==> src/source/cache_settings.svh <==
`ifndef CACHE_SETTINGS_SVH
`define CACHE_SETTINGS_SVH

// address split, tag + index + byte offset = 32 bits
`define CACHE_TAG_WIDTH     20
`define CACHE_INDEX_WIDTH   7
`define CACHE_OFFSET_WIDTH  5

// line geometry
`define CACHE_LINE_WORDS    8
`define CACHE_LINE_WIDTH    256
`define CACHE_LINE_BYTES    32
`define CACHE_SETS          128

// associativity and refill burst
`define CACHE_WAYS          2
`define CACHE_WAY_BITS      1
`define CACHE_BEATS         8

`endif

==> src/source/refill_counter.sv <==
`timescale 1ns/100ps
`default_nettype none
`include "cache_settings.svh"

module refill_counter (
    input  logic                         clk,
    input  logic                         resetn,
    input  logic                         refilling,
    input  logic                         ret_valid,
    input  logic                         ret_last,
    input  logic [31:0]                  ret_data,
    output logic                         line_done,
    output logic [`CACHE_LINE_WIDTH-1:0] line
);

    logic [$clog2(`CACHE_BEATS)-1:0] beat_cnt;
    logic [`CACHE_LINE_WIDTH-1:0]    line_q;
    logic                            beat;

    assign beat      = refilling && ret_valid;
    assign line_done = beat && (beat_cnt == `CACHE_BEATS - 1);

    // wraps back to zero after the last beat
    always_ff @(posedge clk) begin
        if (!resetn) begin
            beat_cnt <= '0;
        end else if (beat) begin
            beat_cnt <= beat_cnt + 1'b1;
        end
    end

    always_ff @(posedge clk) begin
        if (beat) begin
            line_q <= line;
        end
    end

    // current beat folded in so the full line is ready on the last edge
    always_comb begin
        line = line_q;
        if (beat) begin
            line[beat_cnt*(`CACHE_LINE_WIDTH/`CACHE_LINE_WORDS) +:
                 (`CACHE_LINE_WIDTH/`CACHE_LINE_WORDS)] = ret_data;
        end
    end

    a_last_beat : assert property (@(posedge clk) disable iff (!resetn)
        beat |-> (ret_last == (beat_cnt == `CACHE_BEATS - 1)));

endmodule

`default_nettype wire

==> config.mk <==
export PLATFORM = sky130hd
export DESIGN_NAME = refill_counter
export DESIGN_NICKNAME = d
export VERILOG_FILES = /design/src/source/refill_counter.sv
export VERILOG_INCLUDE_DIRS = /design/src /design/src/source
export SDC_FILE = /design/constraint.sdc
export NUM_CORES = 1
export LEC_CHECK = 0
export BUFFER_PORTS_ARGS = -buffer_cell sky130_fd_sc_hd__clkbuf_2
export CAP_MARGIN = 20
export CORE_MARGIN = 2
export CORE_UTILIZATION = 45
export DETAILED_ROUTE_END_ITERATION = 12
export PLACE_DENSITY = 0.66
export REMOVE_ABC_BUFFERS = 1
export SLEW_MARGIN = 20
export SYNTH_ARGS = -nofsm -noshare
export SYNTH_HDL_FRONTEND = slang
export SYNTH_SLANG_ARGS = --single-unit
==> constraint.sdc <==
create_clock -name clk -period 8.65 [get_ports clk]
set_clock_uncertainty 0.1 [all_clocks]
set_input_delay 0.4325 -clock clk [delete_from_list [all_inputs] [get_ports clk]]
set_output_delay 0.4325 -clock clk [all_outputs]
set_load 0.03 [all_outputs]
==> results of run 1 <==
[area by class of cell]
cell class | instances | share of cell area [%]
clock inverter | 10 | 0.741
sequential | 259 | 54.0
inverter | 8 | 0.261
multi-input combinational | 352 | 25.5
tap | 330 | 2.88
clock buffer | 40 | 5.69
timing repair buffer | 305 | 11.0
[routing by layer]
| metal | share of wire [%] | vias to the layer above | global-route usage (%) |
|---|---|---|---|
| met5 | 0 | - | 0 |
| met4 | 3.8 | 0 | 7.62 |
| met3 | 5.9 | 64 | 3.84 |
| met2 | 48 | 241 | 33.4 |
| met1 | 42 | 3438 | 26.4 |
| li1 | - | 3130 | - |
[worst reg2reg max path, delay by kind of cell, from the launching register on]
kind,cells,cell delay (ns)
muxes,1,0.43
and+or+nand+nor,2,1.51
buffers and inverters,2,0.66
DFF,1,0.84
adders and majority gates,2,0.66
[through the flow]
step	setup slack [ns]	hold slack, ns	instance area (sq um)	power [mW]
after floorplan	2.41	0.373	11400	1.70
after global placement	3.70	0.391	13400	1.80
after detailed placement	3.72	0.390	13400	1.80
after CTS	3.17	0.0106	14400	3.00
after global routing	2.97	0.0200	14400	3.06
final	3.26	0.0242	14400	2.97
[worst max path at each step]
stage           endpoint  slack [ns]  depth (start not counted)
2_1_floorplan  line_q[0]        2.41                          2
3_3_place_gp   line[157]        3.70                          8
3_5_place_dp   line[155]        3.72                          8
4_1_cts        line[155]        3.17                          8
5_1_grt        line[155]        2.97                          8
6_report       line[155]        3.26                          8
[registers in the layout (all words and copies together) (netlist names)]
signal	count
line_q	256
beat_cnt	3
[power by group through the flow]
| stage | registers [mW] | logic, mW | clock network, mW |
|---|---|---|---|
| finish | 1.45 | 0.322 | 1.19 |
| global route | 1.46 | 0.343 | 1.26 |
| CTS | 1.45 | 0.326 | 1.22 |
| detailed placement | 1.48 | 0.324 | 0 |
| global placement | 1.48 | 0.322 | 0 |
| floorplan | 1.48 | 0.221 | 0 |
[cell families (layout without fill, tap and decap cells)]
logic type      count (synthesis)  count (layout)  share of synthesized area, %
mux                           252             252                          25.5
simple gates                   84              84                          4.58
compound gates                 10              10                         0.606
flops                         259             259                          67.0
fa+ha+maj                       5               5                         0.541
buf+inv                        39             363                          1.68
xor+xnor                        1               1                        0.0758
[cell usage in the layout (no fill, tap or decap), types with 5 or more instances in the layout]
cell type,Yosys,final
mux2_2,213,213
and2_1,57,57
buf_4,0,11
clkbuf_2,0,292
mux2_1,9,9
clkbuf_16,0,29
mux2_4,30,30
edfxtp_1,256,256
inv_1,7,6
clkbuf_1,8,6
clkbuf_8,0,5
ha_1,5,5
==> impl_metrics.csv, run 1 <==
group,metric,value,unit
synth,synth_top_cell_area_share,66.5,%
detailed_routing,via_per_inst,5.27,
clocking,cts_buffers,28,
clocking,h-tree-depth,1,
worst_setup_path,cp.arrival,4.85,ns
finish,synthToLayoutAreaGrowth,24.2,%
worst_setup_path,slowest_stage,"nor4_4",
worst_hold_path,hold-path-endpoint,"beat_cnt[0]",
clocking,cts_buffer_depth,3,
floorplan,die_h,164,um
worst_setup_path,critical_path.max_stage_delay,0.96,ns
worst_hold_path,min_path_cells,2,
clocking,clock_sinks,259,
clocking,post_cts_buffers,0,
worst_setup_path,path_common_cell,"ha_1",
worst_setup_path,critPathKind,"flip-flop to output port",
global_routing,grt_use_total,20.2,%
finish,seqCellArea,7750,sq um
worst_setup_path,required,8.12,ns
pwr,clockPowerShare,40.2,%
floorplan,fp.dieW,164,um
detailed_routing,drt_iter0_drc,471,
synth,yosysTopAreaCell,"edfxtp_1",
synth,synth_edf_count,256,
synth,synth_commonest_cells,"256 x edfxtp_1, 213 x mux2_2, 57 x and2_1, 30 x mux2_4, 20 x buf_2",
worst_setup_path,r2r-start,"beat_cnt[0]",
synth,synth_flop_cell,"edfxtp_1",
worst_setup_path,startpoint_type,"flip-flop",
detailed_routing,vias,6873,
floorplan,start_util,45.9,%
detailed_routing,wl,28100,um
sta,finalCriticalPeriod,5.39,ns
detailed_routing,ant_nets,0,
synth,syn_area,11600,sq um
sta,tns,0,ns
finish,fillers,2003,
finish,post-route-util,57.0,%
detailed_routing,wl_per_cell,21.6,um
finish,drive_gt1_share,61.7,%
sta,drv_slew,0,
worst_setup_path,r2r_setup_slack,4.16,ns
worst_setup_path,cp_cell_sequence,"inv_2 > ha_1 > ha_1 > nand4b_1 > nor4_4 > buf_4 > mux2_2 > clkbuf_2",
global_routing,overflow,0,
sta,fin_crit_sh,62.3,%
synth,ys_top_cells_by_area,"edfxtp_1 66%, mux2_2 21%, mux2_4 3.9%",
sta,rsz0062_at_grt,"no",
global_routing,grt_pass1_wl,41500,um
detailed_routing,firstDrtPassIters,4,
pwr,pwr-share-comb,10.9,%
pwr,leakagePower,5.56,nW
global_routing,grt_max_degree,124,
worst_setup_path,worst-path-max-fanout,35,
finish,multi_input_area,3660,sq um
clocking,insertion_delay,0.54,ns
worst_setup_path,critical_path.startpoint,"beat_cnt[0]",
worst_setup_path,endpoint_kind,"output port",
finish,num-nets-final,996,
finish,fin_cells,1304,
place,dpl.hpwl,18900,um
run,maxCapViolCount,0,
pwr,intPower,2.25,mW
place,numPortBuffers,292,
sta,fmax,0.186,GHz
synth,synth_cell_types,30,
pwr,peakVddDrop,0.000171,V
worst_hold_path,hold_start,"resetn",
sta,relSlewSlack,31.7,%
synth,yosysWarnings,0,
worst_setup_path,path_buf_inv,3,
clocking,cts-resized-gates,0,
worst_setup_path,critPathTopFamily,"simple AND/OR/NAND/NOR gates",
synth,ys_ff_latch,259,
synth,seq_area_frac_synth,67.0,%
finish,antenna_cells,0,
synth,synthArstFlopShare,0,%
pwr,swShare,24.3,%
place,gp_congestion,0.772,
pwr,switching_power,721,uW
floorplan,core_area,25200,sq um
clocking,clk_pin_slew_worst_paths,0.06,ns
synth,yosysMostFrequentCell,"edfxtp_1",
sta,hold_viol_final,0,
floorplan,row_count,58,
synth,syn_area_per_cell,17.8,sq um
pwr,p_seq_share,48.9,%
global_routing,antenna_found_initial,0,
clocking,cts_tree,"built",
clocking,cts_hold_buf,0,
global_routing,grt_pass1_vias,7008,
clocking,root_buffer,"clkbuf_16",
worst_hold_path,hp-class,"input port to flip-flop",
status,status,"finished, final reports clean",
floorplan,io_pins,294,
sta,tightest_slew,1.02,ns
detailed_routing,drc,0,
floorplan,die_area,27000,sq um
sta,setup_viol,0,
worst_setup_path,reg2reg_depth,7,
place,place_inst,1254,
synth,synthCells,650,
pwr,power_density,207,nW/um^2
worst_setup_path,reg2reg_to,"line_q[155]",
Note: power is estimated with default switching activity, not from simulation.
==> run 2: changes to the inputs <==
- ABC_AREA: default -> 1
- PLACE_DENSITY: 0.66 -> 0.69
- clock period: 8.65 -> 4.37 ns (I/O delays scaled with it)
==> run 2 against run 1 <==
Against the previous run: combinational power rose by 140%; final cell count rose by 42%; critical path depth rose by 1; register-to-register slack got worse by 3.1 ns; largest power group unchanged; total power rose by 100%; hold slack improved by 0.0016 ns; largest cell class unchanged; area after synthesis rose by 3.3%; critical path type unchanged; critical endpoint is now line[68].
==> impl_metrics.csv, run 2 <==
group,metric,value,unit
status,status,"finished, final reports clean",
worst_setup_path,cp_cell_sequence,"inv_4 > ha_2 > inv_2 > nor2_4 > nand2_1 > buf_4 > nand2_1 > nand2_1 > clkbuf_2",
worst_setup_path,endpoint_kind,"output port",
synth,synthCells,1215,
detailed_routing,wl,35000,um
sta,setup_viol,0,
pwr,leakagePower,6.51,nW
floorplan,die_area,27900,sq um
sta,relSlewSlack,39.0,%
place,numPortBuffers,292,
synth,seq_area_frac_synth,64.9,%
floorplan,core_area,26100,sq um
finish,final_cell_mix,"449 x nand2_1, 292 x clkbuf_2, 256 x edfxtp_1, 117 x nand3_1, 88 x nor2_1",
worst_setup_path,worst-path-max-fanout,27,
pwr,power_density,414,nW/um^2
pwr,p_seq_share,47.3,%
detailed_routing,firstDrtPassIters,5,
synth,ys_ff_latch,259,
detailed_routing,drt_iter0_drc,926,
finish,fillers,2362,
detailed_routing,wl_per_cell,19.0,um
worst_setup_path,startpoint_type,"flip-flop",
synth,synth_edf_count,256,
finish,multi_input_area,3640,sq um
global_routing,antenna_found_initial,0,
clocking,clock_sinks,259,
finish,top_register,"line_q",
clocking,cts_buffers,29,
worst_setup_path,required,4.05,ns
sta,fin_hold_ws,0.0258,ns
finish,largest_reg_flops,256,
synth,yosysTopAreaCell,"edfxtp_1",
worst_setup_path,critPathTopFamily,"simple AND/OR/NAND/NOR gates",
detailed_routing,vias,9841,
detailed_routing,drc,0,
worst_setup_path,path_buf_inv,4,
floorplan,io_pins,294,
sta,hold_viol_final,0,
floorplan,row_count,59,
synth,synth_cell_types,27,
synth,ys_top_cells_by_area,"edfxtp_1 64%, nand2_1 14%, nand3_1 4.9%",
place,dpl.hpwl,22300,um
run,maxCapViolCount,0,
pwr,switching_power,1.63,mW
clocking,cts_tree,"built",
worst_setup_path,critical_path.max_stage_delay,0.60,ns
pwr,clockPowerShare,39.9,%
pwr,pwr-share-comb,12.8,%
sta,drv_slew,0,
pwr,swShare,26.7,%
synth,synth_commonest_cells,"449 x nand2_1, 256 x edfxtp_1, 117 x nand3_1, 88 x nor2_1, 68 x o21ai_0",
place,gp_congestion,0.795,
worst_setup_path,critPathKind,"flip-flop to output port",
detailed_routing,via_per_inst,5.33,
worst_setup_path,slowest_stage,"ha_2",
sta,fin_crit_sh,92.6,%
finish,seqCellArea,7750,sq um
synth,synthArstFlopShare,0,%
floorplan,start_util,45.8,%
finish,drive_gt1_share,25.1,%
finish,synthToLayoutAreaGrowth,22.9,%
sta,rsz0062_at_grt,"no",
place,postPlaceCellArea,13600,sq um
finish,reg_top3,"line_q: 256 flops, beat_cnt: 3 flops",
sta,tightest_slew,0.915,ns
floorplan,fp.dieW,167,um
finish,fin_cells,1846,
sta,finalCriticalPeriod,4.05,ns
synth,synth_top_cell_area_share,64.4,%
clocking,clk_pin_slew_worst_paths,0.06,ns
finish,num-nets-final,1531,
floorplan,die_h,167,um
sta,fmax,0.247,GHz
global_routing,overflow,0,
pwr,peakVddDrop,0.000304,V
place,place_inst,1783,
clocking,cts_buffer_depth,3,
global_routing,grt_max_degree,142,
worst_setup_path,cp.arrival,3.73,ns
clocking,post_cts_buffers,0,
global_routing,grt_pass1_wl,54700,um
worst_setup_path,path_common_cell,"nand2_1",
global_routing,grt_pass1_vias,9363,
finish,antenna_cells,0,
clocking,root_buffer,"clkbuf_16",
synth,syn_area_per_cell,9.83,sq um
worst_hold_path,hp-class,"input port to flip-flop",
detailed_routing,ant_nets,0,
global_routing,grt_use_total,24.8,%
finish,final_common_cell,"nand2_1",
finish,final_area,14700,sq um
clocking,h-tree-depth,1,
clocking,insertion_delay,0.54,ns
synth,yosysWarnings,0,
pwr,intPower,4.46,mW
synth,synth_flop_cell,"edfxtp_1",
synth,syn_area,11900,sq um
synth,yosysMostFrequentCell,"nand2_1",
[run 2: what timing repair did]
action                     4_1_cts  5_1_grt
resized for setup                0        1
hold endpoints to repair         9        0
hold buffers                    10        0
setup endpoints to repair        0       50
[run 2: cells by family after synthesis]
kind of cell | count (synthesis) | synth area share, %
AO/OA/AOI/OAI | 129 | 5.41
adder cells (fa/ha/maj) | 5 | 0.524
buffers and inverters | 126 | 4.80
flip-flops | 259 | 64.9
AND/OR/NAND/NOR | 696 | 24.4
[run 2: power groups by stage]
stage                     Clock (mW)  Combinational [mW]  Sequential, mW
after global placement             0               0.758            2.92
after detailed placement           0               0.768            2.93
after global routing            2.56               0.838            2.88
after CTS                       2.47               0.778            2.88
after floorplan                    0               0.487            2.94
final                           2.43               0.778            2.88
[run 2: through the flow]
step	total power [mW]	util (%)	setup TNS [ns]	worst slack [ns]
global placement	3.68	52.3	0	0.609
floorplan	3.42	-	-436.85	-1.71
finish	6.08	56.3	0	0.322
CTS	6.13	56.3	0	0.0373
global route	6.28	56.3	0	0.0803
detailed placement	3.70	52.3	0	0.627
[run 2: final timing paths]
path          startpoint     endpoint  slack (ns)  depth (start not counted)
max reg2reg  beat_cnt[0]   line_q[68]        1.04                          8
max          beat_cnt[0]     line[68]        0.32                          9
min reg2reg  line_q[221]  line_q[221]        0.44                          2
min          ret_data[5]    line_q[5]        0.03                          3
[run 2: tightest hold or removal path: stages]
cell	delay (ns)
clkbuf_2	0.12
inv_1	0.05
o21ai_0	0.09
[run 2: area by class of cell]
class / instances / area share, %
clock buffer: 31 / 5.00
clock inverter: 22 / 1.43
multi-input combinational: 830 / 24.8
sequential: 259 / 52.8
tap: 335 / 2.86
timing repair buffer: 320 / 11.7
inverter: 49 / 1.32
[run 2: per-layer routing]
metal	track usage [%]	up-vias	wire, um
met5	0	-	0
met4	8.43	0	1050
met3	4.73	67	2770
met2	38.8	422	16000
met1	34.9	4663	15300
li1	-	4689	-
