[src/source/cache_settings.svh]
`ifndef CACHE_SETTINGS_SVH
`define CACHE_SETTINGS_SVH

// address split, tag + index + byte offset = 32 bits
`define CACHE_TAG_WIDTH     20
`define CACHE_INDEX_WIDTH   7
`define CACHE_OFFSET_WIDTH  5

// line geometry
`define CACHE_LINE_WORDS    8
`define CACHE_LINE_WIDTH    256
`define CACHE_LINE_BYTES    32
`define CACHE_SETS          128

// associativity and refill burst
`define CACHE_WAYS          2
`define CACHE_WAY_BITS      1
`define CACHE_BEATS         8

`endif

[src/source/cache_pkg.sv]
`default_nettype none
`include "cache_settings.svh"

package cache_pkg;

    // byte address seen as tag / index / offset
    typedef struct packed {
        logic [`CACHE_TAG_WIDTH-1:0]    tag;
        logic [`CACHE_INDEX_WIDTH-1:0]  index;
        logic [`CACHE_OFFSET_WIDTH-1:0] offset;
    } cache_addr_fields_t;

    typedef union packed {
        logic [31:0]        word;
        cache_addr_fields_t field;
    } cache_addr_u;

    typedef enum logic [2:0] {
        IDLE,
        LOOKUP,
        WRITEBACK,
        FETCH_REQ,
        REFILL
    } cache_state_e;

endpackage

`default_nettype wire

[src/source/cache_array_if.sv]
`timescale 1ns/100ps
`default_nettype none
`include "cache_settings.svh"

interface cache_array_if;
    import cache_pkg::*;

    // request side, from the controller
    cache_state_e                     state;
    logic                             rd_en;
    logic [`CACHE_INDEX_WIDTH-1:0]    index;
    logic [`CACHE_TAG_WIDTH-1:0]      tag;
    logic [3:0]                       wstrb;
    logic [31:0]                      wdata;
    logic [`CACHE_OFFSET_WIDTH-3:0]   word_off;
    logic                             hit_wr;
    logic                             refill_wr;
    logic [`CACHE_LINE_WIDTH-1:0]     refill_line;
    logic                             refill_dirty;
    logic [`CACHE_WAY_BITS-1:0]       repl_way;

    // lookup results, from the arrays
    logic                             hit;
    logic [`CACHE_WAY_BITS-1:0]       hit_way;
    logic                             victim_dirty;
    logic [`CACHE_TAG_WIDTH-1:0]      victim_tag;
    logic [31:0]                      rdata;

    modport ctrl (
        output state, rd_en, index, tag, wstrb, wdata, word_off,
        output hit_wr, refill_wr, refill_dirty, repl_way,
        input  hit, hit_way, victim_dirty, victim_tag, rdata
    );

    modport array (
        input  state, rd_en, index, tag, wstrb, wdata, word_off,
        input  hit_wr, refill_wr, refill_line, refill_dirty, repl_way,
        output hit, hit_way, victim_dirty, victim_tag, rdata
    );

endinterface

`default_nettype wire

[src/source/cache_ctrl_fsm.sv]
`timescale 1ns/100ps
`default_nettype none
`include "cache_settings.svh"

module cache_ctrl_fsm (
    input  logic               clk,
    input  logic               resetn,
    input  logic               valid,
    input  logic               op,
    input  logic [31:0]        addr,
    input  logic [3:0]         wstrb,
    input  logic [31:0]        wdata,
    output logic               addr_ok,
    output logic               data_ok,
    input  logic               rd_rdy,
    input  logic               wr_rdy,
    output logic               rd_req,
    output logic [31:0]        rd_addr,
    output logic               wr_req,
    output logic [31:0]        wr_addr,
    input  logic               line_done,
    output logic               refilling,
    cache_array_if.ctrl        arr
);
    import cache_pkg::*;

    cache_state_e                 state;
    cache_addr_u                  in_addr;
    cache_addr_u                  req_addr;
    cache_addr_u                  fetch_addr;
    cache_addr_u                  evict_addr;
    logic                         op_q;
    logic [3:0]                   wstrb_q;
    logic [31:0]                  wdata_q;
    logic [`CACHE_WAY_BITS-1:0]   repl_ptr;
    logic                         done_q;
    logic                         accept;

    assign in_addr.word = addr;
    assign addr_ok      = (state == IDLE);
    assign accept       = valid && addr_ok;

    // accepted request is held until the next accept
    always_ff @(posedge clk) begin
        if (accept) begin
            op_q     <= op;
            req_addr <= in_addr;
            wstrb_q  <= wstrb;
            wdata_q  <= wdata;
        end
    end

    always_ff @(posedge clk) begin
        if (!resetn) begin
            state    <= IDLE;
            repl_ptr <= '0;
            done_q   <= 1'b0;
        end else begin
            done_q <= 1'b0;
            case (state)
                IDLE: begin
                    if (accept) begin
                        state <= LOOKUP;
                    end
                end
                LOOKUP: begin
                    if (arr.hit) begin
                        state <= IDLE;
                    end else if (arr.victim_dirty) begin
                        state <= WRITEBACK;
                    end else begin
                        state <= FETCH_REQ;
                    end
                end
                WRITEBACK: begin
                    if (wr_rdy) begin
                        state <= FETCH_REQ;
                    end
                end
                FETCH_REQ: begin
                    if (rd_rdy) begin
                        state <= REFILL;
                    end
                end
                REFILL: begin
                    // round robin moves only on refill
                    if (line_done) begin
                        state    <= IDLE;
                        repl_ptr <= repl_ptr + 1'b1;
                        done_q   <= 1'b1;
                    end
                end
                default: state <= IDLE;
            endcase
        end
    end

    // a hit answers in LOOKUP and a miss the cycle after the last beat
    assign data_ok   = ((state == LOOKUP) && arr.hit) || done_q;
    assign refilling = (state == REFILL);
    assign wr_req    = (state == WRITEBACK);
    assign rd_req    = (state == FETCH_REQ);

    // line-aligned memory addresses
    assign fetch_addr.field = '{tag: req_addr.field.tag, index: req_addr.field.index, offset: '0};
    assign evict_addr.field = '{tag: arr.victim_tag, index: req_addr.field.index, offset: '0};
    assign rd_addr = fetch_addr.word;
    assign wr_addr = evict_addr.word;

    // arrays are read at the accept edge, so index bypasses the register in IDLE
    assign arr.state        = state;
    assign arr.rd_en        = accept;
    assign arr.index        = (state == IDLE) ? in_addr.field.index : req_addr.field.index;
    assign arr.tag          = req_addr.field.tag;
    assign arr.word_off     = req_addr.field.offset[`CACHE_OFFSET_WIDTH-1:2];
    assign arr.wstrb        = op_q ? wstrb_q : 4'b0000;
    assign arr.wdata        = wdata_q;
    assign arr.hit_wr       = (state == LOOKUP) && arr.hit && op_q;
    assign arr.refill_wr    = (state == REFILL) && line_done;
    assign arr.refill_dirty = op_q;
    assign arr.repl_way     = repl_ptr;

    // the refilled way must already read back as a hit in the done cycle
    a_refill_hit : assert property (@(posedge clk) disable iff (!resetn)
        done_q |-> arr.hit);

endmodule

`default_nettype wire

[src/flat_wrapper.sv]
// flat-port wrapper written by rule: the top's interface ports become plain ports
module cache_ctrl_fsm_flat import cache_pkg::*;
  (clk, resetn, valid, op, addr, wstrb, wdata, addr_ok, data_ok, rd_rdy, wr_rdy, rd_req, rd_addr, wr_req, wr_addr, line_done, refilling, arr_state, arr_rd_en, arr_index, arr_tag, arr_wstrb, arr_wdata, arr_word_off, arr_hit_wr, arr_refill_wr, arr_refill_dirty, arr_repl_way, arr_hit, arr_hit_way, arr_victim_dirty, arr_victim_tag, arr_rdata);
  cache_array_if arr_i ();
  input  logic clk;
  input  logic resetn;
  input  logic valid;
  input  logic op;
  input  logic [31:0] addr;
  input  logic [3:0] wstrb;
  input  logic [31:0] wdata;
  output logic addr_ok;
  output logic data_ok;
  input  logic rd_rdy;
  input  logic wr_rdy;
  output logic rd_req;
  output logic [31:0] rd_addr;
  output logic wr_req;
  output logic [31:0] wr_addr;
  input  logic line_done;
  output logic refilling;
  output wire logic [$bits(arr_i.state)-1:0] arr_state;
  output wire logic [$bits(arr_i.rd_en)-1:0] arr_rd_en;
  output wire logic [$bits(arr_i.index)-1:0] arr_index;
  output wire logic [$bits(arr_i.tag)-1:0] arr_tag;
  output wire logic [$bits(arr_i.wstrb)-1:0] arr_wstrb;
  output wire logic [$bits(arr_i.wdata)-1:0] arr_wdata;
  output wire logic [$bits(arr_i.word_off)-1:0] arr_word_off;
  output wire logic [$bits(arr_i.hit_wr)-1:0] arr_hit_wr;
  output wire logic [$bits(arr_i.refill_wr)-1:0] arr_refill_wr;
  output wire logic [$bits(arr_i.refill_dirty)-1:0] arr_refill_dirty;
  output wire logic [$bits(arr_i.repl_way)-1:0] arr_repl_way;
  input wire logic [$bits(arr_i.hit)-1:0] arr_hit;
  input wire logic [$bits(arr_i.hit_way)-1:0] arr_hit_way;
  input wire logic [$bits(arr_i.victim_dirty)-1:0] arr_victim_dirty;
  input wire logic [$bits(arr_i.victim_tag)-1:0] arr_victim_tag;
  input wire logic [$bits(arr_i.rdata)-1:0] arr_rdata;
  assign arr_state = arr_i.state;
  assign arr_rd_en = arr_i.rd_en;
  assign arr_index = arr_i.index;
  assign arr_tag = arr_i.tag;
  assign arr_wstrb = arr_i.wstrb;
  assign arr_wdata = arr_i.wdata;
  assign arr_word_off = arr_i.word_off;
  assign arr_hit_wr = arr_i.hit_wr;
  assign arr_refill_wr = arr_i.refill_wr;
  assign arr_refill_dirty = arr_i.refill_dirty;
  assign arr_repl_way = arr_i.repl_way;
  assign arr_i.hit = arr_hit;
  assign arr_i.hit_way = arr_hit_way;
  assign arr_i.victim_dirty = arr_victim_dirty;
  assign arr_i.victim_tag = arr_victim_tag;
  assign arr_i.rdata = arr_rdata;
  cache_ctrl_fsm u_core (.clk(clk), .resetn(resetn), .valid(valid), .op(op), .addr(addr), .wstrb(wstrb), .wdata(wdata), .addr_ok(addr_ok), .data_ok(data_ok), .rd_rdy(rd_rdy), .wr_rdy(wr_rdy), .rd_req(rd_req), .rd_addr(rd_addr), .wr_req(wr_req), .wr_addr(wr_addr), .line_done(line_done), .refilling(refilling), .arr(arr_i));
endmodule
[config.mk]
export PLATFORM = sky130hd
export DESIGN_NAME = cache_ctrl_fsm_flat
export DESIGN_NICKNAME = d
export VERILOG_FILES = /design/src/source/cache_pkg.sv /design/src/source/cache_array_if.sv /design/src/source/cache_ctrl_fsm.sv /design/src/flat_wrapper.sv
export VERILOG_INCLUDE_DIRS = /design/src /design/src/source
export SDC_FILE = /design/constraint.sdc
export NUM_CORES = 1
export LEC_CHECK = 0
export BUFFER_PORTS_ARGS = -buffer_cell sky130_fd_sc_hd__buf_2
export CORE_AREA = 3 3 105 107
export CTS_BUF_LIST = sky130_fd_sc_hd__clkbuf_8
export DETAILED_ROUTE_END_ITERATION = 10
export DIE_AREA = 0 0 108 110
export SLEW_MARGIN = 30
export SYNTH_ARGS = -nofsm -noshare
export SYNTH_HDL_FRONTEND = slang
export SYNTH_SLANG_ARGS = --single-unit
[constraint.sdc]
create_clock -name clk -period 3.31 [get_ports clk]
set_input_delay 0.662 -clock clk [delete_from_list [all_inputs] [get_ports clk]]
set_output_delay 0.662 -clock clk [all_outputs]
set_load 0.02 [all_outputs]
==> results of run 1 <==
[logic make-up (layout without fill, tap and decap cells)]
logic type	count (synthesis)	in the layout	share of synthesized area
multiplexers	10	10	0.03791
other	1	10	0.001306
buffers and inverters	60	204	0.1564
AO/OA/AOI/OAI	3	3	0.008281
XOR/XNOR	1	1	0.003051
flip-flops	72	72	0.7355
AND/OR/NAND/NOR	25	25	0.05752
[cells in the final DEF, fill, tap and decap left out, drive strengths merged]
| cell | n |
|---|---|
| buf | 189 |
| edfxtp | 67 |
| conb | 10 |
| and2 | 10 |
| clkbuf | 9 |
| mux2 | 7 |
| dfxtp | 5 |
| nand2 | 3 |
| mux2i | 3 |
| clkinv | 3 |
| nor2b | 2 |
| nor2 | 2 |
| bufinv | 2 |
| and4bb | 1 |
| nor3 | 1 |
| nor4bb | 1 |
| or2 | 1 |
| nand3 | 1 |
| nand2b | 1 |
| a32oi | 1 |
| a22oi | 1 |
| nor3b | 1 |
| o31ai | 1 |
| nand3b | 1 |
| xor2 | 1 |
| clkinvlp | 1 |
[per-layer routing]
layer  vias up  global-route usage  share of wire  wire length [µm]
met2       137              0.1692           0.48              3269
met3        16             0.05242           0.13               874
li1        841                   -              -                 -
met1       832              0.1134           0.35              2377
met4         0             0.07845          0.034               231
met5         -                   0              0                 0
[power breakdown]
| part | total [mW] | internal (mW) | leakage, nW | switching, mW |
|---|---|---|---|---|
| clock network | 0.737 | 0.417 | 0.103 | 0.319 |
| logic | 0.654 | 0.217 | 0.923 | 0.437 |
| registers | 1.21 | 1.15 | 0.676 | 0.0568 |
| total | 2.60 | 1.78 | 1.70 | 0.813 |
[state kept, by name, indices dropped and copies added, names as in the netlist]
| signal | count |
|---|---|
| u_core.req_addr | 30 |
| u_core.arr.repl_way | 1 |
| u_core.arr.state | 3 |
| u_core.wstrb_q | 4 |
| u_core.arr.wdata | 32 |
| u_core.arr.refill_dirty | 1 |
| u_core.done_q | 1 |
[per-stage QoR]
| step | utilization | std cells | area [µm²] |
|---|---|---|---|
| floorplan | - | 181 | 2907 |
| global placement | 0.3499 | 446 | 3580 |
| detailed placement | 0.3499 | 446 | 3580 |
| CTS | 0.3703 | 461 | 3789 |
| global route | 0.3703 | 461 | 3789 |
| finish | 0.3703 | 461 | 3789 |
[final cells by class]
cell class / instances / area share
Sequential cell: 72 / 0.5575
Timing Repair Buffer: 189 / 0.2510
Multi-Input combinational cell: 49 / 0.09148
Tap cell: 136 / 0.04491
Clock buffer: 9 / 0.03269
Clock inverter: 6 / 0.02246
[worst max path at each step]
| stage | from | to | slack [ns] | cells after the start |
|---|---|---|---|---|
| 2_1_floorplan | u_core.arr.state[0] | arr_rd_en | 0.60 | 3 |
| 3_3_place_gp | u_core.arr.state[0] | arr_rd_en | 1.12 | 3 |
| 3_5_place_dp | u_core.arr.state[0] | arr_rd_en | 1.09 | 3 |
| 4_1_cts | u_core.arr.state[0] | arr_rd_en | 0.70 | 3 |
| 5_1_grt | u_core.arr.state[0] | arr_rd_en | 0.60 | 3 |
| 6_report | u_core.arr.state[0] | arr_rd_en | 0.79 | 3 |
==> qor_table.md, run 1 <==
| Item | This run |
| --- | --- |
| Worst min-delay path endpoint | u_core.req_addr[20] |
| Buffers added on ports | 187 |
| Inserted Clock Buffers | 9 |
| Worst IR Drop VDD | 0.0002670 V |
| Hold Fails Final Rpt | 0 |
| Clk slew on worst S/H paths | 0.08 ns |
| Average wire per cell in the routed design | 14.65 µm |
| YS warnings | 0 |
| Die H | 110 µm |
| Netlist cell types | 24 |
| Mean Syn Cell Area | 16.69 µm² |
| Leak pwr | 1.702 nW |
| Buffer depth of the longest clock path | 2 |
| Tcrit/Tclk final | 0.7625 |
| Clock tree skew after final layout | 0.007776 ns |
| Path depth of the worst reg2reg path | 3 |
| Hold-fix buffers, CTS | 0 |
| Area growth syn-to-layout | 31.94% |
| HPWL reported at the end of detailed placement | 5391 µm |
| Die outline width | 108 µm |
| Share of flip-flops with an asynchronous set or reset | 0 |
| Power consumption | 2.597 mW |
| DR DRC count | 0 |
| Antenna Cells | 0 |
| Detailed-route via count | 1826 |
| TNS Setup | 0 ns |
| Flip-flop and latch count after synthesis | 72 |
| Root buffer selected by CTS | clkbuf_8 |
| Global-route usage over all layers | 0.1080 |
| Maximum net fanout on the critical path | 17 |
| Bufs and invs on worst path | 1 |
| Total number of clock tree sinks | 72 |
| Largest cells by area after synthesis | edfxtp_1 (70%), buf_4 (15%), dfxtp_1 (3.5%) |
| Remaining antenna violation count after routing | 0 |
| Worst setup margin | 0.7860 ns |
| Cell type with the largest total area after synthesis | edfxtp_1 |
| Count of filler cells inserted in the layout | 1008 |
| Worst EP arrival | 1.86 ns |
| Worst reg2reg startpoint | u_core.arr.state[0] |
| Fmax | 0.3962 GHz |
| Initial drt markers | 33 |
| Min-Delay Startpoint | addr[20] |
| Initial Utilization | 0.2807 |
| Endpoint class of the critical path | primary output |
| Hold Slack | 0.4904 ns |
| Class of the most critical hold timing path | in -> reg |
| Destination of the worst register-to-register timing path | u_core.wstrb_q[3] |
| Slowest stage cell, crit path | nor3_4 |
| Number of enable flip-flop cells after synthesis | 67 |
| Critical path class | reg -> out |
| Buffers inserted during post-CTS setup optimization | 0 |
| Status | finished, final reports clean |
| Number of vias per cell after detailed routing | 3.961 |
| Prevailing post-synth register cell | edfxtp_1 |
| Min Tclk post-route | 2.524 ns |
| Fraction of layout cells with a size suffix above 1 | 0.6585 |
| Cell type group with the largest total delay on the critical path | simple AND/OR/NAND/NOR gates |
| Dominant cell by count in the synthesized netlist | edfxtp_1 |
| Sort of element at the start of the critical path | flip-flop |
| Total count of max-transition violations in the final report | 0 |
| Aggregate global routing overflow | 0 |
| Worst path max stage delay | 0.46 ns |
| Reg-to-reg setup timing slack | 1.26 ns |
| Required time at the worst-slack endpoint | 2.65 ns |
| Routed Wire Length | 6752 µm |
| Initial antenna violation count | 0 |
| Place WS | 1.095 ns |
| Multi-input combinational cell area | 346.6 µm² |
| Row count | 37 |
| Wire length of the first global-routing pass | 9266 µm |
| Vias in the first global route | 1762 |
| Pre-Repair DR Iteration Count | 3 |
| Part of the Yosys area used for sequential elements | 0.7355 |
| Pin count of the biggest net entering global routing | 31 |
| CORE AREA | 10230 µm² |
| Storage element area | 2112 µm² |
| CTS H-tree depth | 3 |
| Gate Count Post-Synth | 172 |
| Setup repair after global routing missed its margin | no |
| Setup violation total in the final timing report | 0 |
| Hold Path Depth | 1 |
| Post-synthesis instance area | 2872 µm² |
| Die footprint | 11880 µm² |
| Max-cap check violation count | 0 |
| Area share of the leading cell type in the synthesized netlist | 0.7007 |
| P per Cell Area | 685.6 nW/µm² |
| Number of gates resized after CTS | 0 |
| Top post-synthesis cells by count | edfxtp_1 (67), buf_4 (57), and2_1 (10) |
| TritonCTS clock tree | built |
| Critical Path, Cell by Cell | nor3_4 > and2_4 > buf_2 |
| Routability Congestion | 0.6526 |
| Total Nets Final | 451 |
| Worst-Skew Late Latency | 0.34 ns |
| Number of placed I/O pins | 273 |
(Power assumes the default switching activity.)
==> run 2, diff against run 1 <==
- PLACE_DENSITY: not set -> 0.66
- clock period: 3.31 -> 2.1 ns (I/O delays scaled with it)
==> run 2 against run 1 <==
Compared with the run above: global-route usage shrank 0.10 points; critical path depth grew 1; wire length shrank 2.0%; final cell count grew 0.65%; combinational power grew 65%; core utilization is essentially flat; clock power grew 25%; clock skew is essentially flat; count of clock-buffer cells in the layout is the same; flip-flop and latch count is the same; die area is the same; worst hold slack lost 0.24 ns; largest cell class unchanged; highest routed layer unchanged.
==> qor_table.md, run 2 (same netlist as run 1, synthesis figures left out) <==
| Item | This run | vs previous |
| --- | --- | --- |
| Status | finished, final reports clean |  |
| Pre-Repair DR Iteration Count | 4 | +1 |
| Tcrit/Tclk final | 0.9532 |  |
| Bufs and invs on worst path | 2 | +1 |
| Sort of element at the start of the critical path | flip-flop |  |
| Initial drt markers | 37 | +12% |
| Slowest stage cell, crit path | dfxtp_4 |  |
| Vias in the first global route | 1878 | +6.6% |
| Global-route usage over all layers | 0.1070 | -0.001002 |
| Hold Slack | 0.2548 ns | -0.2356 ns |
| Remaining antenna violation count after routing | 0 | unchanged |
| Clock tree skew after final layout | 0.007493 ns | -0.0002832 ns |
| Initial Utilization | 0.2807 | unchanged |
| Worst EP arrival | 1.58 ns | -0.28 ns |
| Wire length of the first global-routing pass | 9315 µm | +0.53% |
| Startpoint of the most critical setup path | u_core.arr.state[1] |  |
| Die outline width | 108 µm | unchanged |
| Total Nets Final | 453 | +0.44% |
| Switching component of the power | 1.295 mW | +59% |
| Buffer depth of the longest clock path | 2 | unchanged |
| Class of the most critical hold timing path | in -> reg |  |
| TNS Setup | 0 ns | unchanged |
| Antenna Cells | 0 | unchanged |
| Part of the power in the clock network | 0.235 | -0.049 |
| Max reg flops | 32 | unchanged |
| Worst path max stage delay | 0.39 ns | -0.07 ns |
| Die footprint | 11880 µm² | unchanged |
| DR DRC count | 0 | unchanged |
| Required time at the worst-slack endpoint | 1.68 ns | -0.97 ns |
| Setup repair after global routing missed its margin | no |  |
| Endpoint class of the critical path | primary output |  |
| Aggregate global routing overflow | 0 | unchanged |
| Commonest cells after routing, fill and taps aside | buf_2 (187), edfxtp_1 (67), conb_1 (10) |  |
| Fraction of layout cells with a size suffix above 1 | 0.6646 | +0.006173 |
| Critical path class | reg -> out |  |
| Initial antenna violation count | 0 | unchanged |
| Min Tclk post-route | 2.002 ns |  |
| Proportion of power drawn by flip-flops and latches | 0.488 | +0.023 |
| Worst-Skew Late Latency | 0.33 ns | about the same |
| Total count of max-transition violations in the final report | 0 | unchanged |
| Worst IR Drop VDD | 0.0004263 V | +60% |
| Hold-fix buffers, CTS | 0 | unchanged |
| Routed Wire Length | 6615 µm | -2.0% |
| Proportion of power drawn by combinational gates | 0.277 | +0.025 |
| Cell internal pwr | 2.614 mW | +47% |
| Maximum net fanout on the critical path | 9 | -8 |
| Critical Path, Cell by Cell | nor3_4 > buf_12 > mux2_2 > buf_2 |  |
| Setup violation total in the final timing report | 0 | unchanged |
| Final core utilization | 0.3706 | about the same |
| Min-Delay Startpoint | wdata[28] |  |
| Total number of clock tree sinks | 72 | unchanged |
| TritonCTS clock tree | built |  |
| Count of filler cells inserted in the layout | 1037 | +2.9% |
| Most frequent standard cell in the layout excluding fill and tap cells | buf_2 |  |
| Storage element area | 2121 µm² | +0.41% |
| Clk slew on worst S/H paths | 0.08 ns | about the same |
| Multi-input combinational cell area | 346.6 µm² | unchanged |
| Hold Fails Final Rpt | 0 | unchanged |
| Leak pwr | 1.693 nW | -0.50% |
| Detailed-route via count | 1873 | +2.6% |
| Power consumption | 3.909 mW | +50% |
| HPWL reported at the end of detailed placement | 5249 µm | -2.6% |
| Row count | 37 | unchanged |
| P per Cell Area | 1031 nW/µm² | +50% |
| Max-cap check violation count | 0 | unchanged |
| Average wire per cell in the routed design | 14.26 µm | -2.7% |
| Root buffer selected by CTS | clkbuf_8 |  |
| CORE AREA | 10230 µm² | unchanged |
| Cell type group with the largest total delay on the critical path | flip-flops |  |
| Area growth syn-to-layout | 32.03% | about the same |
| Worst reg2reg startpoint | u_core.arr.state[1] |  |
| Routability Congestion | 0.7018 | +7.5% |
| Inserted Clock Buffers | 9 | unchanged |
| Fmax | 0.4996 GHz |  |
| Die H | 110 µm | unchanged |
| Total instance count after detailed placement | 447 | +0.22% |
| Buffers added on ports | 187 | unchanged |
| Pin count of the biggest net entering global routing | 36 | +16% |
| Number of placed I/O pins | 273 | unchanged |
| Switching share of total power | 0.3312 | +0.01813 |
| Finished Layout Cells | 464 | +0.65% |
| CTS H-tree depth | 3 | unchanged |
| Number of vias per cell after detailed routing | 4.037 | +1.9% |
## run 2: cell types whose count changed in the layout (fill, tap and decap cells not counted), sizes merged
| cell | delta |
|---|---|
| buf | +2 |
| bufinv | -2 |
| clkinvlp | +2 |
| clkinv | +1 |
## run 2: final cells by class
cell class / count / area share
flip-flops and latches: 72 / 0.5594
repair buffers: 191 / 0.2614
multi-input cells: 49 / 0.09142
well taps: 136 / 0.04488
clock buffers: 9 / 0.03267
clock inverters: 7 / 0.01023
## run 2: power groups by stage
stage               clock network, mW  registers, mW  logic [mW]
floorplan                           0           2.13       0.595
global placement                    0           1.93        1.06
detailed placement                  0           1.94        1.07
CTS                             0.975           1.91        1.10
global route                     1.03           1.93        1.17
finish                          0.920           1.91        1.08
## run 2: worst reg2reg max path, stage by stage (launching register included)
cell and delay, ns:
dfxtp_4 0.39, nor3_4 0.22, buf_12 0.15, and2_4 0.18
buf_4 0.28
## run 2: final timing paths
kind / to / slack [ns] / cells after the start
worst max register to register: u_core.arr.wdata[10] / 0.57 / 4
worst min-delay path: u_core.arr.wdata[28] / 0.25 / 1
worst min register to register: u_core.arr.state[0] / 0.54 / 2
worst max-delay path: arr_index[3] / 0.1 / 4
## run 2: repair_timing
action	in CTS	in global routing
gates resized for setup	1	2
endpoints found under the setup margin	8	6
pin swaps	1	1
buffers inserted	1	0
endpoints found under the hold margin	0	0
## run 2: per-layer routing
layer,routed length (µm),up-vias,track usage
met4,131,0,0.05500
met5,0,-,0
met2,3279,150,0.1798
met1,2338,865,0.1171
li1,-,846,-
met3,865,12,0.04310
## run 2: per-stage QoR
step / worst slack, ns / area (µm²)
after floorplan: 0.03159 / 2919
after global placement: 0.3467 / 3602
after detailed placement: 0.2969 / 3602
after CTS: 0.05727 / 3786
after global routing: 0.004719 / 3791
final: 0.09825 / 3791
==> run 3, diff against run 2 <==
- CORE_AREA: 3 3 105 107 -> 2 2 107 109
- DIE_AREA: 0 0 108 110 -> 0 0 109 111
- PLACE_DENSITY: 0.66 -> not set
==> run 3 against run 2 <==
Compared with the run above: combinational power barely moved; critical path depth did not move; die area rose by 1.8%; worst hold slack got worse by 0.012 ns; global-route usage rose by 0.26 points; largest cell class unchanged.
==> qor_table.md, run 3 (same netlist as run 1, synthesis figures left out) <==
| Item | This run | vs previous |
| --- | --- | --- |
| Detailed-route via count | 1840 | -1.8% |
| Power consumption | 4.207 mW | +7.6% |
| Fmax | 0.4971 GHz | -0.50% |
| Worst-Skew Late Latency | 0.34 ns | about the same |
| Tcrit/Tclk final | 0.9580 | +0.004818 |
| Path depth of the worst reg2reg path | 4 | unchanged |
| CTS H-tree depth | 3 | unchanged |
| Critical path class | reg -> out |  |
| Area growth syn-to-layout | 34.25% |  |
| Endpoint class of the critical path | primary output |  |
| Hold-fix buffers, CTS | 0 | unchanged |
| Vias in the first global route | 1831 | -2.5% |
| Setup violation total in the final timing report | 0 | unchanged |
| Die H | 111 µm | +0.91% |
| Most frequent standard cell in the layout excluding fill and tap cells | buf_2 |  |
| Commonest cells after routing, fill and taps aside | buf_2 (187), edfxtp_1 (67), conb_1 (10) |  |
| Min-Delay Startpoint | addr[25] |  |
| Routed Wire Length | 6771 µm | +2.4% |
| Finished Layout Cells | 470 | +1.3% |
| Setup repair after global routing missed its margin | no |  |
| Worst reg2reg startpoint | u_core.arr.state[2] |  |
| Antenna Cells | 0 | unchanged |
| Min Tclk post-route | 2.012 ns | +0.01012 ns |
| Average wire per cell in the routed design | 14.41 µm | +1.1% |
| P per Cell Area | 1091 nW/µm² | +5.8% |
| Total Nets Final | 452 | -0.22% |
| Final core utilization | 0.3480 | -0.02253 |
| Worst min-delay path endpoint | u_core.req_addr[25] |  |
| Hold Path Depth | 1 | unchanged |
| HPWL reported at the end of detailed placement | 5259 µm | +0.20% |
| Number of vias per cell after detailed routing | 3.915 | -3.0% |
| Destination of the worst register-to-register timing path | u_core.req_addr[13] |  |
| Initial Utilization | 0.2592 | -0.02143 |
| Die footprint | 12100 µm² | +1.8% |
| Initial antenna violation count | 0 | unchanged |
| Pre-Repair DR Iteration Count | 4 | unchanged |
| Total count of max-transition violations in the final report | 0 | unchanged |
| Pin count of the biggest net entering global routing | 41 | +14% |
| Maximum net fanout on the critical path | 10 | +1 |
| Fraction of layout cells with a size suffix above 1 | 0.6697 | +0.005091 |
| Met3 wirelength from detailed routing | 730 µm | -16% |
| Row count | 39 | +5.4% |
| Buffers added on ports | 187 | unchanged |
| Root buffer selected by CTS | clkbuf_8 |  |
| Total instance count after detailed placement | 453 | +1.3% |
| Remaining antenna violation count after routing | 0 | unchanged |
| Max-cap check violation count | 0 | unchanged |
| Wire length of the first global-routing pass | 9549 µm | +2.5% |
| Buffer depth of the longest clock path | 2 | unchanged |
| Detailed-routing wirelength on met1 | 2363 µm | +1.1% |
| Top Layer Used | met4 |  |
| Worst EP arrival | 1.59 ns | about the same |
| Leak pwr | 1.725 nW | +1.9% |
| Inserted Clock Buffers | 9 | unchanged |
| Status | finished, final reports clean |  |
| Reg-to-reg setup timing slack | 0.59 ns | +0.02 ns |
| Required time at the worst-slack endpoint | 1.68 ns | about the same |
| Max reg flops | 32 | unchanged |
| DR DRC count | 0 | unchanged |
| Clk slew on worst S/H paths | 0.08 ns | about the same |
| Class of the most critical hold timing path | in -> reg |  |
| Total number of clock tree sinks | 72 | unchanged |
| Routability Congestion | 0.7000 | -0.26% |
| TNS Setup | 0 ns | unchanged |
| Sort of element at the start of the critical path | flip-flop |  |
| Aggregate global routing overflow | 0 | unchanged |
| Initial drt markers | 59 | +59% |
| Number of placed I/O pins | 273 | unchanged |
| Hold Fails Final Rpt | 0 | unchanged |
| Clock tree skew after final layout | 0.005680 ns | -0.001813 ns |
| Met2 wire len | 3461 µm | +5.6% |
| Global-route usage over all layers | 0.1096 | +0.002595 |
| CORE AREA | 11080 µm² | +8.3% |
| Worst IR Drop VDD | 0.0004749 V | +11% |
| Die outline width | 109 µm | +0.93% |
| TritonCTS clock tree | built |  |
run 3: cell types whose count changed in the layout (fill, tap and decap cells not counted), sizes merged:
cell      before  now
clkinv         4    2
inv            0    2
clkinvlp       3    1
bufinv         0    2
buf          191  190
run 3: worst max-delay path, stage by stage (launching register included):
cell and delay [ns]:
dfxtp_2 0.39, nor3_4 0.23, buf_12 0.15, mux2_2 0.32, buf_2 0.16
run 3: how the worst max path moves through the flow:
stage / end / slack (ns) / depth (start not counted) / from
global route: arr_index[1] / 0.01 / 4 / u_core.arr.state[2]
CTS: arr_index[3] / 0.06 / 4 / u_core.arr.state[2]
global placement: arr_index[3] / 0.35 / 3 / u_core.arr.state[0]
finish: arr_index[3] / 0.09 / 4 / u_core.arr.state[2]
detailed placement: arr_index[3] / 0.34 / 3 / u_core.arr.state[0]
floorplan: arr_rd_en / 0.03 / 3 / u_core.arr.state[1]
run 3: final cells by class:
type	instances	area [µm²]
Multi-Input combinational cell	49	346.6
Tap cell	143	178.9
Clock buffer	9	123.9
Timing Repair Buffer	190	996.0
Sequential cell	72	2116
Clock inverter	7	93.84
Fill cell	1093	7222
run 3: power by group:
group | switching (mW) | internal, mW
sequential | 0.0881 | 1.81
combinational | 0.694 | 0.389
clock | 0.552 | 0.671
run 3: timing repair:
item	in CTS	in global routing
buffers inserted	1	0
setup endpoints to repair	7	0
gates resized for setup	1	0
run 3: layer usage:
layer	vias up	global-route usage
met5	-	0
met4	0	0.07350
met3	19	0.03998
met2	127	0.1863
met1	850	0.1095
li1	844	-
run 3: stage by stage:
step / hold slack [ns] / cell area [µm²] / setup slack [ns]
after floorplan: 0.5189 / 2919 / 0.03159
after global placement: 0.5371 / 3616 / 0.3512
after detailed placement: 0.5510 / 3616 / 0.3415
after CTS: 0.2127 / 3855 / 0.05991
after global routing: 0.2180 / 3855 / 0.01346
final: 0.2428 / 3855 / 0.08813
